<file path="src/vmul_params.svh">
`ifndef VMUL_PARAMS_SVH
`define VMUL_PARAMS_SVH

////////////////////////////////////////////////////////////
// Datapath widths
////////////////////////////////////////////////////////////

// Operand and result width of signed Q8.8
`define VMUL_DATA_W 16

// Fraction bits of the Q8.8 format
`define VMUL_FRAC_W 8

// Job length field for up to 15 elements
`define VMUL_LEN_W 4

////////////////////////////////////////////////////////////
// Buffering
////////////////////////////////////////////////////////////

// Operand pair FIFO entries with one more than the longest job
`define VMUL_FIFO_DEPTH 16

`endif

</file>
<file path="src/vmul_pkg.sv">
package vmul_pkg;

  `include "vmul_params.svh"

  ////////////////////////////////////////////////////////////
  // Scalar types
  ////////////////////////////////////////////////////////////

  // Signed Q8.8 operand or result
  typedef logic signed [`VMUL_DATA_W-1:0] data_t;

  // Job length where zero means no job
  typedef logic [`VMUL_LEN_W-1:0] len_t;

  // Full width signed product before scaling
  typedef logic signed [2*`VMUL_DATA_W-1:0] prod_t;

  // Operand pair as queued between controller and multiplier
  typedef struct packed {
    data_t scalar;
    data_t element;
    logic  last;     // Final element of a job
  } opnd_t;

  ////////////////////////////////////////////////////////////
  // State machines
  ////////////////////////////////////////////////////////////

  // Input sequencing in the controller
  typedef enum logic [1:0] {
    CTRL_IDLE,
    CTRL_WAIT_SCALAR,
    CTRL_WAIT_VECTOR
  } ctrl_state_t;

  // Shift-add multiplier
  typedef enum logic [1:0] {
    MULT_IDLE,
    MULT_CALC,
    MULT_DONE
  } mult_state_t;

endpackage

</file>
<file path="src/vmul_ctrl.sv">
`timescale 1ns/10ps

module vmul_ctrl
  import vmul_pkg::*;
(
  input  logic  CLK,
  input  logic  RST,

  // Job control
  input  logic  start,
  input  len_t  length_in,

  // Operand strobes sharing one data bus
  input  logic  scalar_in_enable,
  input  logic  vector_in_enable,
  input  data_t data_in,

  // FIFO write side
  output logic  push,
  output opnd_t push_data
);

  ////////////////////////////////////////////////////////////
  // Signals
  ////////////////////////////////////////////////////////////

  ctrl_state_t state;

  // Latched job length and running element index
  len_t        len_q;
  len_t        idx;

  // Scalar held for the whole job
  data_t       scalar_q;

  // Current element closes the job
  logic        is_last;

  // Element strobes count only once the scalar is in
  logic        take_elem;

  assign is_last   = (idx == len_q - len_t'(1));
  assign take_elem = (state == CTRL_WAIT_VECTOR) && vector_in_enable;

  ////////////////////////////////////////////////////////////
  // Sequencer
  ////////////////////////////////////////////////////////////

  always_ff @(posedge CLK or posedge RST) begin
    if (RST) begin
      state <= CTRL_IDLE;
      len_q <= '0;
      idx   <= '0;
      push  <= 1'b0;
    end else begin
      // Push is a single cycle pulse per element
      push <= take_elem;

      case (state)
        CTRL_IDLE: begin
          // Zero length start is dropped
          if (start && (length_in != '0)) begin
            len_q <= length_in;
            idx   <= '0;
            state <= CTRL_WAIT_SCALAR;
          end
        end
        CTRL_WAIT_SCALAR: begin
          // Vector strobes here are stray and ignored
          if (scalar_in_enable) begin
            state <= CTRL_WAIT_VECTOR;
          end
        end
        CTRL_WAIT_VECTOR: begin
          if (vector_in_enable) begin
            idx <= idx + len_t'(1);
            // Registered push of the final pair still goes out next cycle
            if (is_last) begin
              state <= CTRL_IDLE;
            end
          end
        end
        default: begin
          state <= CTRL_IDLE;
        end
      endcase
    end
  end

  ////////////////////////////////////////////////////////////
  // Operand capture
  ////////////////////////////////////////////////////////////

  always_ff @(posedge CLK) begin
    if ((state == CTRL_WAIT_SCALAR) && scalar_in_enable) begin
      scalar_q <= data_in;
    end

    // Pair the held scalar with each new element
    if (take_elem) begin
      push_data.scalar  <= scalar_q;
      push_data.element <= data_in;
      push_data.last    <= is_last;
    end
  end

endmodule

</file>
<file path="src/vmul_fifo.sv">
`timescale 1ns/10ps

`include "vmul_params.svh"

module vmul_fifo
  import vmul_pkg::*;
(
  input  logic  CLK,
  input  logic  RST,

  // Write side from the controller
  input  logic  push,
  input  opnd_t push_data,

  // Read side to the multiplier
  input  logic  pop,
  output logic  empty,
  output opnd_t head_data
);

  ////////////////////////////////////////////////////////////
  // Storage
  ////////////////////////////////////////////////////////////

  // Index width of the entry array
  localparam int AW = $clog2(`VMUL_FIFO_DEPTH);

  opnd_t         mem [`VMUL_FIFO_DEPTH];

  // Pointers carry an extra wrap bit
  logic [AW:0]   wr_ptr;
  logic [AW:0]   rd_ptr;

  // Pop on an empty queue has no effect
  logic          do_pop;

  assign do_pop = pop && !empty;

  ////////////////////////////////////////////////////////////
  // Pointers
  ////////////////////////////////////////////////////////////

  always_ff @(posedge CLK or posedge RST) begin
    if (RST) begin
      wr_ptr <= '0;
      rd_ptr <= '0;
    end else begin
      if (push) begin
        wr_ptr <= wr_ptr + (AW+1)'(1);
      end
      if (do_pop) begin
        rd_ptr <= rd_ptr + (AW+1)'(1);
      end
    end
  end

  // Entry array write
  always_ff @(posedge CLK) begin
    if (push) begin
      mem[wr_ptr[AW-1:0]] <= push_data;
    end
  end

  ////////////////////////////////////////////////////////////
  // Head and status
  ////////////////////////////////////////////////////////////

  // Show-ahead head, valid whenever not empty
  assign head_data = mem[rd_ptr[AW-1:0]];

  // Same index and same wrap means nothing queued
  assign empty = (wr_ptr == rd_ptr);

endmodule

</file>
<file path="src/vmul_mult.sv">
`timescale 1ns/10ps

`include "vmul_params.svh"

module vmul_mult
  import vmul_pkg::*;
(
  input  logic  CLK,
  input  logic  RST,

  // FIFO read side
  input  logic  empty,
  input  opnd_t head_data,
  output logic  pop,

  // Product stream
  output logic  out_enable,
  output logic  ready,
  output data_t data_out
);

  ////////////////////////////////////////////////////////////
  // Constants
  ////////////////////////////////////////////////////////////

  localparam int W  = `VMUL_DATA_W;
  localparam int CW = $clog2(`VMUL_DATA_W);

  // Saturation bounds of 0x7FFF and 0x8000 after truncation
  localparam prod_t SAT_HI = (prod_t'(1) <<< (W - 1)) - prod_t'(1);
  localparam prod_t SAT_LO = -SAT_HI - prod_t'(1);

  ////////////////////////////////////////////////////////////
  // Signals
  ////////////////////////////////////////////////////////////

  mult_state_t   state;
  logic [CW-1:0] step;

  // Unsigned magnitudes of the popped pair
  logic [W-1:0]  scalar_mag;
  logic [W-1:0]  element_mag;

  // Shift-add datapath
  prod_t         acc;
  prod_t         mcand;
  logic [W-1:0]  mplier;
  logic          neg_q;
  logic          last_q;

  // Output stage
  prod_t         signed_prod;
  prod_t         scaled;

  // Abs value where 0x8000 maps to 32768 unsigned
  assign scalar_mag  = head_data.scalar[W-1] ? W'(-head_data.scalar) : W'(head_data.scalar);
  assign element_mag = head_data.element[W-1] ? W'(-head_data.element) : W'(head_data.element);

  // Take the head in the same cycle it is popped
  assign pop = (state == MULT_IDLE) && !empty;

  ////////////////////////////////////////////////////////////
  // Control
  ////////////////////////////////////////////////////////////

  always_ff @(posedge CLK or posedge RST) begin
    if (RST) begin
      state <= MULT_IDLE;
      step  <= '0;
    end else begin
      case (state)
        MULT_IDLE: begin
          if (pop) begin
            step  <= '0;
            state <= MULT_CALC;
          end
        end
        MULT_CALC: begin
          // One multiplier bit per cycle
          step <= step + CW'(1);
          if (step == CW'(W - 1)) begin
            state <= MULT_DONE;
          end
        end
        MULT_DONE: begin
          state <= MULT_IDLE;
        end
        default: begin
          state <= MULT_IDLE;
        end
      endcase
    end
  end

  ////////////////////////////////////////////////////////////
  // Datapath
  ////////////////////////////////////////////////////////////

  always_ff @(posedge CLK) begin
    if (pop) begin
      acc    <= '0;
      mcand  <= {{W{1'b0}}, element_mag};
      mplier <= scalar_mag;
      // Result sign from operand signs
      neg_q  <= head_data.scalar[W-1] ^ head_data.element[W-1];
      last_q <= head_data.last;
    end else if (state == MULT_CALC) begin
      if (mplier[0]) begin
        acc <= acc + mcand;
      end
      mcand  <= mcand <<< 1;
      mplier <= mplier >> 1;
    end
  end

  // Sign, scale back to Q8.8 and clamp
  always_comb begin
    signed_prod = neg_q ? -acc : acc;
    // Arithmetic shift rounds toward negative infinity
    scaled = signed_prod >>> `VMUL_FRAC_W;
    if (scaled > SAT_HI) begin
      data_out = SAT_HI[W-1:0];
    end else if (scaled < SAT_LO) begin
      data_out = SAT_LO[W-1:0];
    end else begin
      data_out = scaled[W-1:0];
    end
  end

  // One cycle in DONE per product
  assign out_enable = (state == MULT_DONE);
  assign ready      = out_enable && last_q;

endmodule

</file>
<file path="src/vmul_top.sv">
`timescale 1ns/10ps

module vmul_top
  import vmul_pkg::*;
(
  input  logic  CLK,
  input  logic  RST,

  // Job control
  input  logic  start,
  input  len_t  length_in,

  // Operand strobes
  input  logic  scalar_in_enable,
  input  logic  vector_in_enable,
  input  data_t data_in,

  // Product stream
  output data_t data_out,
  output logic  out_enable,
  output logic  ready
);

  ////////////////////////////////////////////////////////////
  // Internal links
  ////////////////////////////////////////////////////////////

  // Controller to FIFO
  logic  push;
  opnd_t push_data;

  // FIFO to multiplier
  logic  pop;
  logic  empty;
  opnd_t head_data;

  ////////////////////////////////////////////////////////////
  // Instances
  ////////////////////////////////////////////////////////////

  // Producer of operand pairs
  vmul_ctrl ctrl_i (
    .CLK             (CLK),
    .RST             (RST),
    .start           (start),
    .length_in       (length_in),
    .scalar_in_enable(scalar_in_enable),
    .vector_in_enable(vector_in_enable),
    .data_in         (data_in),
    .push            (push),
    .push_data       (push_data)
  );

  // Queue between the two sides
  vmul_fifo fifo_i (
    .CLK      (CLK),
    .RST      (RST),
    .push     (push),
    .push_data(push_data),
    .pop      (pop),
    .empty    (empty),
    .head_data(head_data)
  );

  // Consumer, one product per pair
  vmul_mult mult_i (
    .CLK       (CLK),
    .RST       (RST),
    .empty     (empty),
    .head_data (head_data),
    .pop       (pop),
    .out_enable(out_enable),
    .ready     (ready),
    .data_out  (data_out)
  );

endmodule

</file>
<file path="config.mk">
export PLATFORM = sky130hd
export DESIGN_NAME = vmul_top
export DESIGN_NICKNAME = d
export VERILOG_FILES = /design/src/vmul_pkg.sv /design/src/vmul_ctrl.sv /design/src/vmul_fifo.sv /design/src/vmul_mult.sv /design/src/vmul_top.sv
export VERILOG_INCLUDE_DIRS = /design/src
export SDC_FILE = /design/constraint.sdc
export NUM_CORES = 1
export LEC_CHECK = 0
export BUFFER_PORTS_ARGS = -buffer_cell sky130_fd_sc_hd__buf_2
export CAP_MARGIN = 20
export CORE_ASPECT_RATIO = 0.75
export CORE_MARGIN = 2
export CORE_UTILIZATION = 42
export CTS_CLUSTER_DIAMETER = 150
export DETAILED_ROUTE_END_ITERATION = 6
export GPL_TIMING_DRIVEN = 0
export SLEW_MARGIN = 10
export SYNTH_ARGS = -nofsm -noshare
export SYNTH_HDL_FRONTEND = slang
export SYNTH_SLANG_ARGS = --single-unit
</file>
<file path="constraint.sdc">
create_clock -name CLK -period 4.5 [get_ports CLK]
set_input_delay 0 -clock CLK [delete_from_list [all_inputs] [get_ports CLK]]
set_output_delay 0 -clock CLK [all_outputs]
set_load 0.05 [all_outputs]
</file>
==> impl_metrics.csv, run 1 <==
group,metric,value,unit
finish,drive_gt1_frac,0.1782,
clocking,clockBufferDepth,3,
clocking,h-tree-depth,3,
timing,final.setup.tns,0,ns
floorplanning,dieArea,71060,sq um
floorplanning,die_w,307.1,um
detailed_routing,vias,16460,
global_routing,grtUsageTotal,0.2057,
clocking,tritoncts,"built",
synthesis,ys_seq_area_frac,0.6904,
synthesis,yosys.cell_types.count,67,
timing,maxSlewHeadroom,0.3078,
power,p_clk_frac,0.239,
critical_path,required,4.83,ns
detailed_routing,firstDrtPassIters,5,
floorplanning,core-area,68330,sq um
critical_path,cp_max_fo,10,
finish,area_growth_syn_to_layout,13.65,%
timing,grt_setup_unrepaired,"false",
detailed_routing,drt-total-wl,72.50,mm
timing,finalSetupViolations,0,
synthesis,postSynth.asyncResetShare,0.03936,
power,leakagePower,11.16,nW
timing,slew_viol_final,0,
synthesis,synthCells,1794,
floorplanning,start_util,0.4236,
critical_path,ff2ff_path_depth,10,
synthesis,synth-seq-cells,686,
placed_design,numPortBuffers,42,
global_routing,grt-ovfl-total,0,
synthesis,yosys_warnings,0,
floorplanning,io_pins,43,
clocking,path_clk_slew,0.07,ns
critical_path,crit_type,"flip-flop to flip-flop",
synthesis,ys_dominant_reg_cell,"edfxtp_1",
timing,skew,0.02273,ns
timing,tightest_slew,1.038,ns
timing,hold_viol_final,0,
power,power_density,693.5,nW/um^2
status,status,"finished, final reports clean",
clocking,numCtsBuffers,70,
synthesis,syn-mean-instance-area,16.14,sq um
synthesis,syn_area,28950,sq um
global_routing,grt_pass1_vias,16030,
min_path,hold_class,"input pin to flip-flop",
power,p_comb_frac,0.392,
timing,fin_crit_sh,0.9458,
synthesis,syn-num-nets,1861,
finish,utilization,0.4815,
run,max-cap-violations,0,
power,power,22.82,mW
power,p_int,14.30,mW
power,pwr-share-seq,0.368,
floorplanning,rows,83,
finish,nNetsFinal,2010,
critical_path,startpoint_type,"flip-flop",
critical_path,cp.arrival,4.59,ns
timing,period_needed,4.256,ns
power,p_sw_frac,0.3733,
finish,final_common_cell,"edfxtp_1",
timing,max_freq,235.0,MHz
global_routing,grt_max_degree,35,
min_path,hold_depth,2,
clocking,cts_setup_buffers,0,
clocking,root_buffer,"clkbuf_16",
power,ir_worst_vdd,0.3971,mV
global_routing,grt_pass1_wl,105.7,mm
detailed_routing,postRouteAntennaNets,0,
synthesis,synth-edff-count,611,
finish,layout_common_cells,"edfxtp_1, nand2_1, mux4_2",
placed_design,hpwlAfterDp,44.98,mm
detailed_routing,drtIter0Drc,1689,
detailed_routing,drc,0,
floorplanning,die_h,231.4,um
clocking,clkLatencyLatePin,0.61,ns
clocking,clock_sinks,686,
critical_path,cp-end-kind,"flip-flop",
global_routing,antenna_found_initial,1,
detailed_routing,viasPerCell,5.705,
detailed_routing,post_drt_wl_per_cell,25.13,um
power,power.switching,8.517,mW
placed_design,place_congestion,0.8742,
-- timing repair --
action | 4_1_cts | 5_1_grt
endpoints found under the setup margin | 13 | 29
hold buffers | 29 | 1
resized for setup | 0 | 7
hold endpoints to repair | 69 | 8
-- state kept, by name (all words and copies together) (netlist names), 5 cells and up --
signal and count:
ctrl_i.push_data 33, fifo_i.mem 528, ctrl_i.scalar_q 16, mult_i.mplier 16
fifo_i.wr_ptr 5, fifo_i.rd_ptr 5, mult_i.acc 32, mult_i.mcand 32
-- critical path, stage by stage (launching register included) --
cell      delay, ns
dfrtp_1        0.76
clkbuf_1       0.53
clkbuf_1       0.51
buf_1          0.41
buf_1          0.51
o21ai_0        0.29
ha_1           0.32
and3_1         0.21
a21oi_1        0.19
xnor2_1        0.15
o21ai_0        0.09
-- synth_stat cells, types with 13 or more instances --
| cell | count | area (sq um) |
|---|---|---|
| mux2_2 | 16 | 180.2 |
| buf_2 | 25 | 125.1 |
| inv_1 | 22 | 82.58 |
| mux4_2 | 139 | 3131 |
| and2_1 | 20 | 125.1 |
| xor2_1 | 37 | 324.1 |
| dfrtp_1 | 27 | 675.7 |
| nor2_1 | 58 | 217.7 |
| edfxtp_1 | 611 | 18350 |
| a21o_1 | 20 | 150.1 |
| ha_1 | 41 | 513.0 |
| nor3_1 | 22 | 110.1 |
| xnor2_1 | 50 | 437.9 |
| clkbuf_1 | 48 | 180.2 |
| a31oi_1 | 13 | 81.33 |
| a21oi_1 | 109 | 545.5 |
| dfxtp_1 | 48 | 960.9 |
| nand3_1 | 29 | 145.1 |
| nand2_1 | 181 | 679.4 |
| nor2b_1 | 21 | 131.4 |
| mux2i_1 | 39 | 390.4 |
| a211oi_1 | 17 | 127.6 |
| o21ai_0 | 77 | 385.4 |
-- power groups by stage --
stage | logic [mW] | clock network [mW] | registers (mW)
2_1_floorplan | 6.34 | 0 | 8.26
3_3_place_gp | 8.68 | 0 | 8.48
3_5_place_dp | 8.89 | 0 | 8.50
4_1_cts | 8.94 | 5.54 | 8.37
5_1_grt | 9.72 | 5.77 | 8.48
6_report | 8.95 | 5.46 | 8.40
-- through the flow --
stage                     hold slack [ns]  instance area, sq um  std cells  setup WS (ns)
after floorplan                   0.05272                 28950       1794          1.180
after global placement             0.1944                 30270       2728        -0.5519
after detailed placement           0.1937                 30440       2734        -0.1311
after CTS                         0.08356                 32830       2882        0.07252
after global routing               0.1104                 32900       2884       0.004997
final                              0.1188                 32900       2885         0.2439
-- area by class of cell --
cell class / count / area [sq um]
Clock inverter: 32 / 257.7
Sequential cell: 686 / 19980
Tap cell: 892 / 1116
Timing Repair Buffer: 80 / 675.6
Clock buffer: 89 / 1844
Antenna cell: 1 / 2.502
Buffer: 88 / 396.6
Fill cell: 5738 / 35430
Multi-Input combinational cell: 993 / 8529
Inverter: 24 / 93.84
-- layer usage --
metal | vias to the layer above | routed length, um | track usage
met5 | - | 0 | 0
met4 | 0 | 1251 | 0.04741
met3 | 91 | 5249 | 0.05139
met2 | 538 | 32580 | 0.3087
met1 | 8548 | 33410 | 0.3028
li1 | 7283 | - | -
-- logic make-up (layout without fill, tap and decap cells) --
family / after synthesis / after routing / share of synthesized area
AND/OR/NAND/NOR: 391 / 391 / 0.06306
buffers and inverters: 115 / 313 / 0.01694
adder cells (fa/ha/maj): 42 / 42 / 0.01841
AO/OA/AOI/OAI: 278 / 278 / 0.05649
multiplexers: 194 / 194 / 0.1279
flip-flops: 686 / 686 / 0.6904
XOR/XNOR: 88 / 88 / 0.02688
other: 0 / 1 / 0
-- worst paths after layout --
| path | from | slack [ns] | to |
|---|---|---|---|
| setup / recovery | fifo_i.rd_ptr[3]$_DFFE_PP0P_ | 0.24 | mult_i.mplier[14]$_DFFE_PP_ |
| hold / removal | data_in[9] | 0.12 | ctrl_i.scalar_q[9]$_DFFE_PP_ |
| setup reg to reg | fifo_i.rd_ptr[3]$_DFFE_PP0P_ | 0.24 | mult_i.mplier[14]$_DFFE_PP_ |
| hold reg to reg | ctrl_i.scalar_q[12]$_DFFE_PP_ | 0.41 | ctrl_i.push_data[29]$_DFFE_PP_ |
| max in group asynchronous | RST | 3.58 | fifo_i.wr_ptr[4]$_DFFE_PP0P_ |
| min in group asynchronous | RST | 0.48 | ctrl_i.len_q[1]$_DFFE_PP0P_ |
Power figures use the tool's default switching activity.
==> run 2, diff against run 1 <==
--- a/config.mk
+++ b/config.mk
@@ -14,7 +14,7 @@
 export CTS_CLUSTER_DIAMETER = 150
 export DETAILED_ROUTE_END_ITERATION = 6
 export GPL_TIMING_DRIVEN = 0
-export SLEW_MARGIN = 10
+export PLACE_DENSITY_LB_ADDON = 0.12
 export SYNTH_ARGS = -nofsm -noshare
 export SYNTH_HDL_FRONTEND = slang
 export SYNTH_SLANG_ARGS = --single-unit
==> impl_metrics.csv, run 2 (synthesis gave the netlist of run 1 again) <==
group,metric,value,unit
critical_path,crit_type,"flip-flop to flip-flop",
floorplanning,die_w,307.1,um
clocking,path_clk_slew,0.06,ns
clocking,clockBufferDepth,3,
status,status,"finished, final reports clean",
finish,antenna_cells,0,
timing,skew,0.02817,ns
finish,layout_common_cells,"edfxtp_1, nand2_1, mux4_2",
detailed_routing,vias,16640,
finish,drive_gt1_frac,0.1859,
floorplanning,dieArea,71060,sq um
timing,max_freq,232.0,MHz
clocking,tritoncts,"built",
floorplanning,rows,83,
min_path,min_from,"data_in[2]",
detailed_routing,drtIter0Drc,1768,
placed_design,hpwlAfterDp,49.14,mm
floorplanning,start_util,0.4236,
critical_path,startpoint_type,"flip-flop",
finish,area_growth_syn_to_layout,14.39,%
timing,maxSlewHeadroom,0.3039,
clocking,root_buffer,"clkbuf_16",
timing,final.setup.tns,0,ns
critical_path,ff2ff_path_depth,10,
critical_path,required,4.83,ns
timing,slew_viol_final,0,
finish,largest_reg_flops,528,
finish,final_common_cell,"edfxtp_1",
floorplanning,die_h,231.4,um
detailed_routing,firstDrtPassIters,7,
critical_path,cp_max_fo,10,
clocking,clock_sinks,686,
timing,finalSetupViolations,0,
placed_design,place_congestion,0.8883,
power,leakagePower,11.26,nW
global_routing,grtUsageTotal,0.2173,
critical_path,r2r_setup_slack,0.19,ns
global_routing,grt_pass1_wl,110.6,mm
min_path,hold_depth,2,
run,max-cap-violations,0,
placed_design,dpl_cell_area,30620,sq um
critical_path,cp.arrival,4.64,ns
detailed_routing,post_drt_wl_per_cell,26.25,um
floorplanning,io_pins,43,
floorplanning,core-area,68330,sq um
finish,design_area,33110,sq um
timing,grt_setup_unrepaired,"false",
global_routing,grt_max_degree,34,
critical_path,rr_endpoint,"mult_i.mplier[14]$_DFFE_PP_",
power,ir_worst_vdd,0.3302,mV
power,power,22.90,mW
min_path,hold_class,"input pin to flip-flop",
timing,timing.hold.ws,0.1155,ns
timing,fin_crit_sh,0.9579,
global_routing,grt-ovfl-total,0,
global_routing,antenna_found_initial,0,
min_path,min_to,"ctrl_i.scalar_q[2]$_DFFE_PP_",
critical_path,r2r_start,"fifo_i.rd_ptr[3]$_DFFE_PP0P_",
clocking,numCtsBuffers,70,
timing,tightest_slew,1.044,ns
detailed_routing,viasPerCell,5.741,
detailed_routing,drt-total-wl,76.07,mm
critical_path,cp-end-kind,"flip-flop",
placed_design,numPortBuffers,42,
detailed_routing,drc,0,
clocking,h-tree-depth,3,
power,power_density,691.5,nW/um^2
finish,nNetsFinal,2022,
timing,period_needed,4.311,ns
clocking,clkLatencyLatePin,0.62,ns
detailed_routing,postRouteAntennaNets,0,
timing,hold_viol_final,0,
global_routing,grt_pass1_vias,16360,
run 2: stage by stage:
stage	worst slack, ns	util	cells
after floorplan	1.180	-	1794
after global placement	-0.8058	0.4430	2728
after detailed placement	-0.3184	0.4481	2743
after CTS	0.1016	0.4836	2896
after global routing	0.0006009	0.4846	2898
final	0.1893	0.4846	2898
run 2: where the power goes:
part,internal [mW],leakage [nW],switching (mW)
combinational,3.48,3.93,5.57
sequential,7.77,6.30,0.631
clock,3.04,1.03,2.41
run 2: final cells by class:
class | count | area, sq um
multi-input combinational | 993 | 8527
timing repair buffer | 92 | 890.9
sequential | 686 | 19980
inverter | 24 | 91.34
tap | 892 | 1116
clock inverter | 30 | 192.7
clock buffer | 93 | 1901
buffer | 88 | 411.6
fill | 5868 | 35220
run 2: worst max-delay path, stage by stage, from the launching register on:
cell and delay, ns:
dfrtp_1 0.73, clkbuf_1 0.57, clkbuf_1 0.57, buf_1 0.44, buf_1 0.53, o21ai_0 0.24, ha_1 0.33, and3_1 0.21
a21oi_1 0.17, xnor2_1 0.13, o21ai_0 0.10
run 2: metal layers:
layer,GRT usage,vias up,share of wire
met2,0.3238,574,0.44
met4,0.05488,0,0.019
met5,0,-,0
li1,-,7329,-
met3,0.04581,101,0.075
met1,0.3257,8633,0.46
run 2: worst max path at each step:
stage | end | cells past startpoint | from | slack [ns]
6_report | mult_i.mplier[14]$_DFFE_PP_ | 10 | fifo_i.rd_ptr[3]$_DFFE_PP0P_ | 0.19
5_1_grt | mult_i.mcand[14]$_DFFE_PP_ | 10 | fifo_i.rd_ptr[1]$_DFFE_PP0P_ | 0.0006
4_1_cts | data_out[9] | 10 | mult_i.acc[1]$_SDFFE_PP0P_ | 0.10
3_5_place_dp | mult_i.mcand[14]$_DFFE_PP_ | 11 | fifo_i.rd_ptr[2]$_DFFE_PP0P_ | -0.32
3_3_place_gp | ctrl_i.idx[3]$_DFFE_PP0P_ | 6 | ctrl_i.state[0]$_DFFE_PP0P_ | -0.81
2_1_floorplan | data_out[10] | 9 | mult_i.acc[0]$_SDFFE_PP0P_ | 1.18
run 2: repair_timing:
action	in CTS	in global routing
hold buffers	31	1
setup endpoints to repair	21	22
pin swaps	0	0
hold endpoints to repair	69	5
gates resized for setup	9	5
setup buffers	0	0
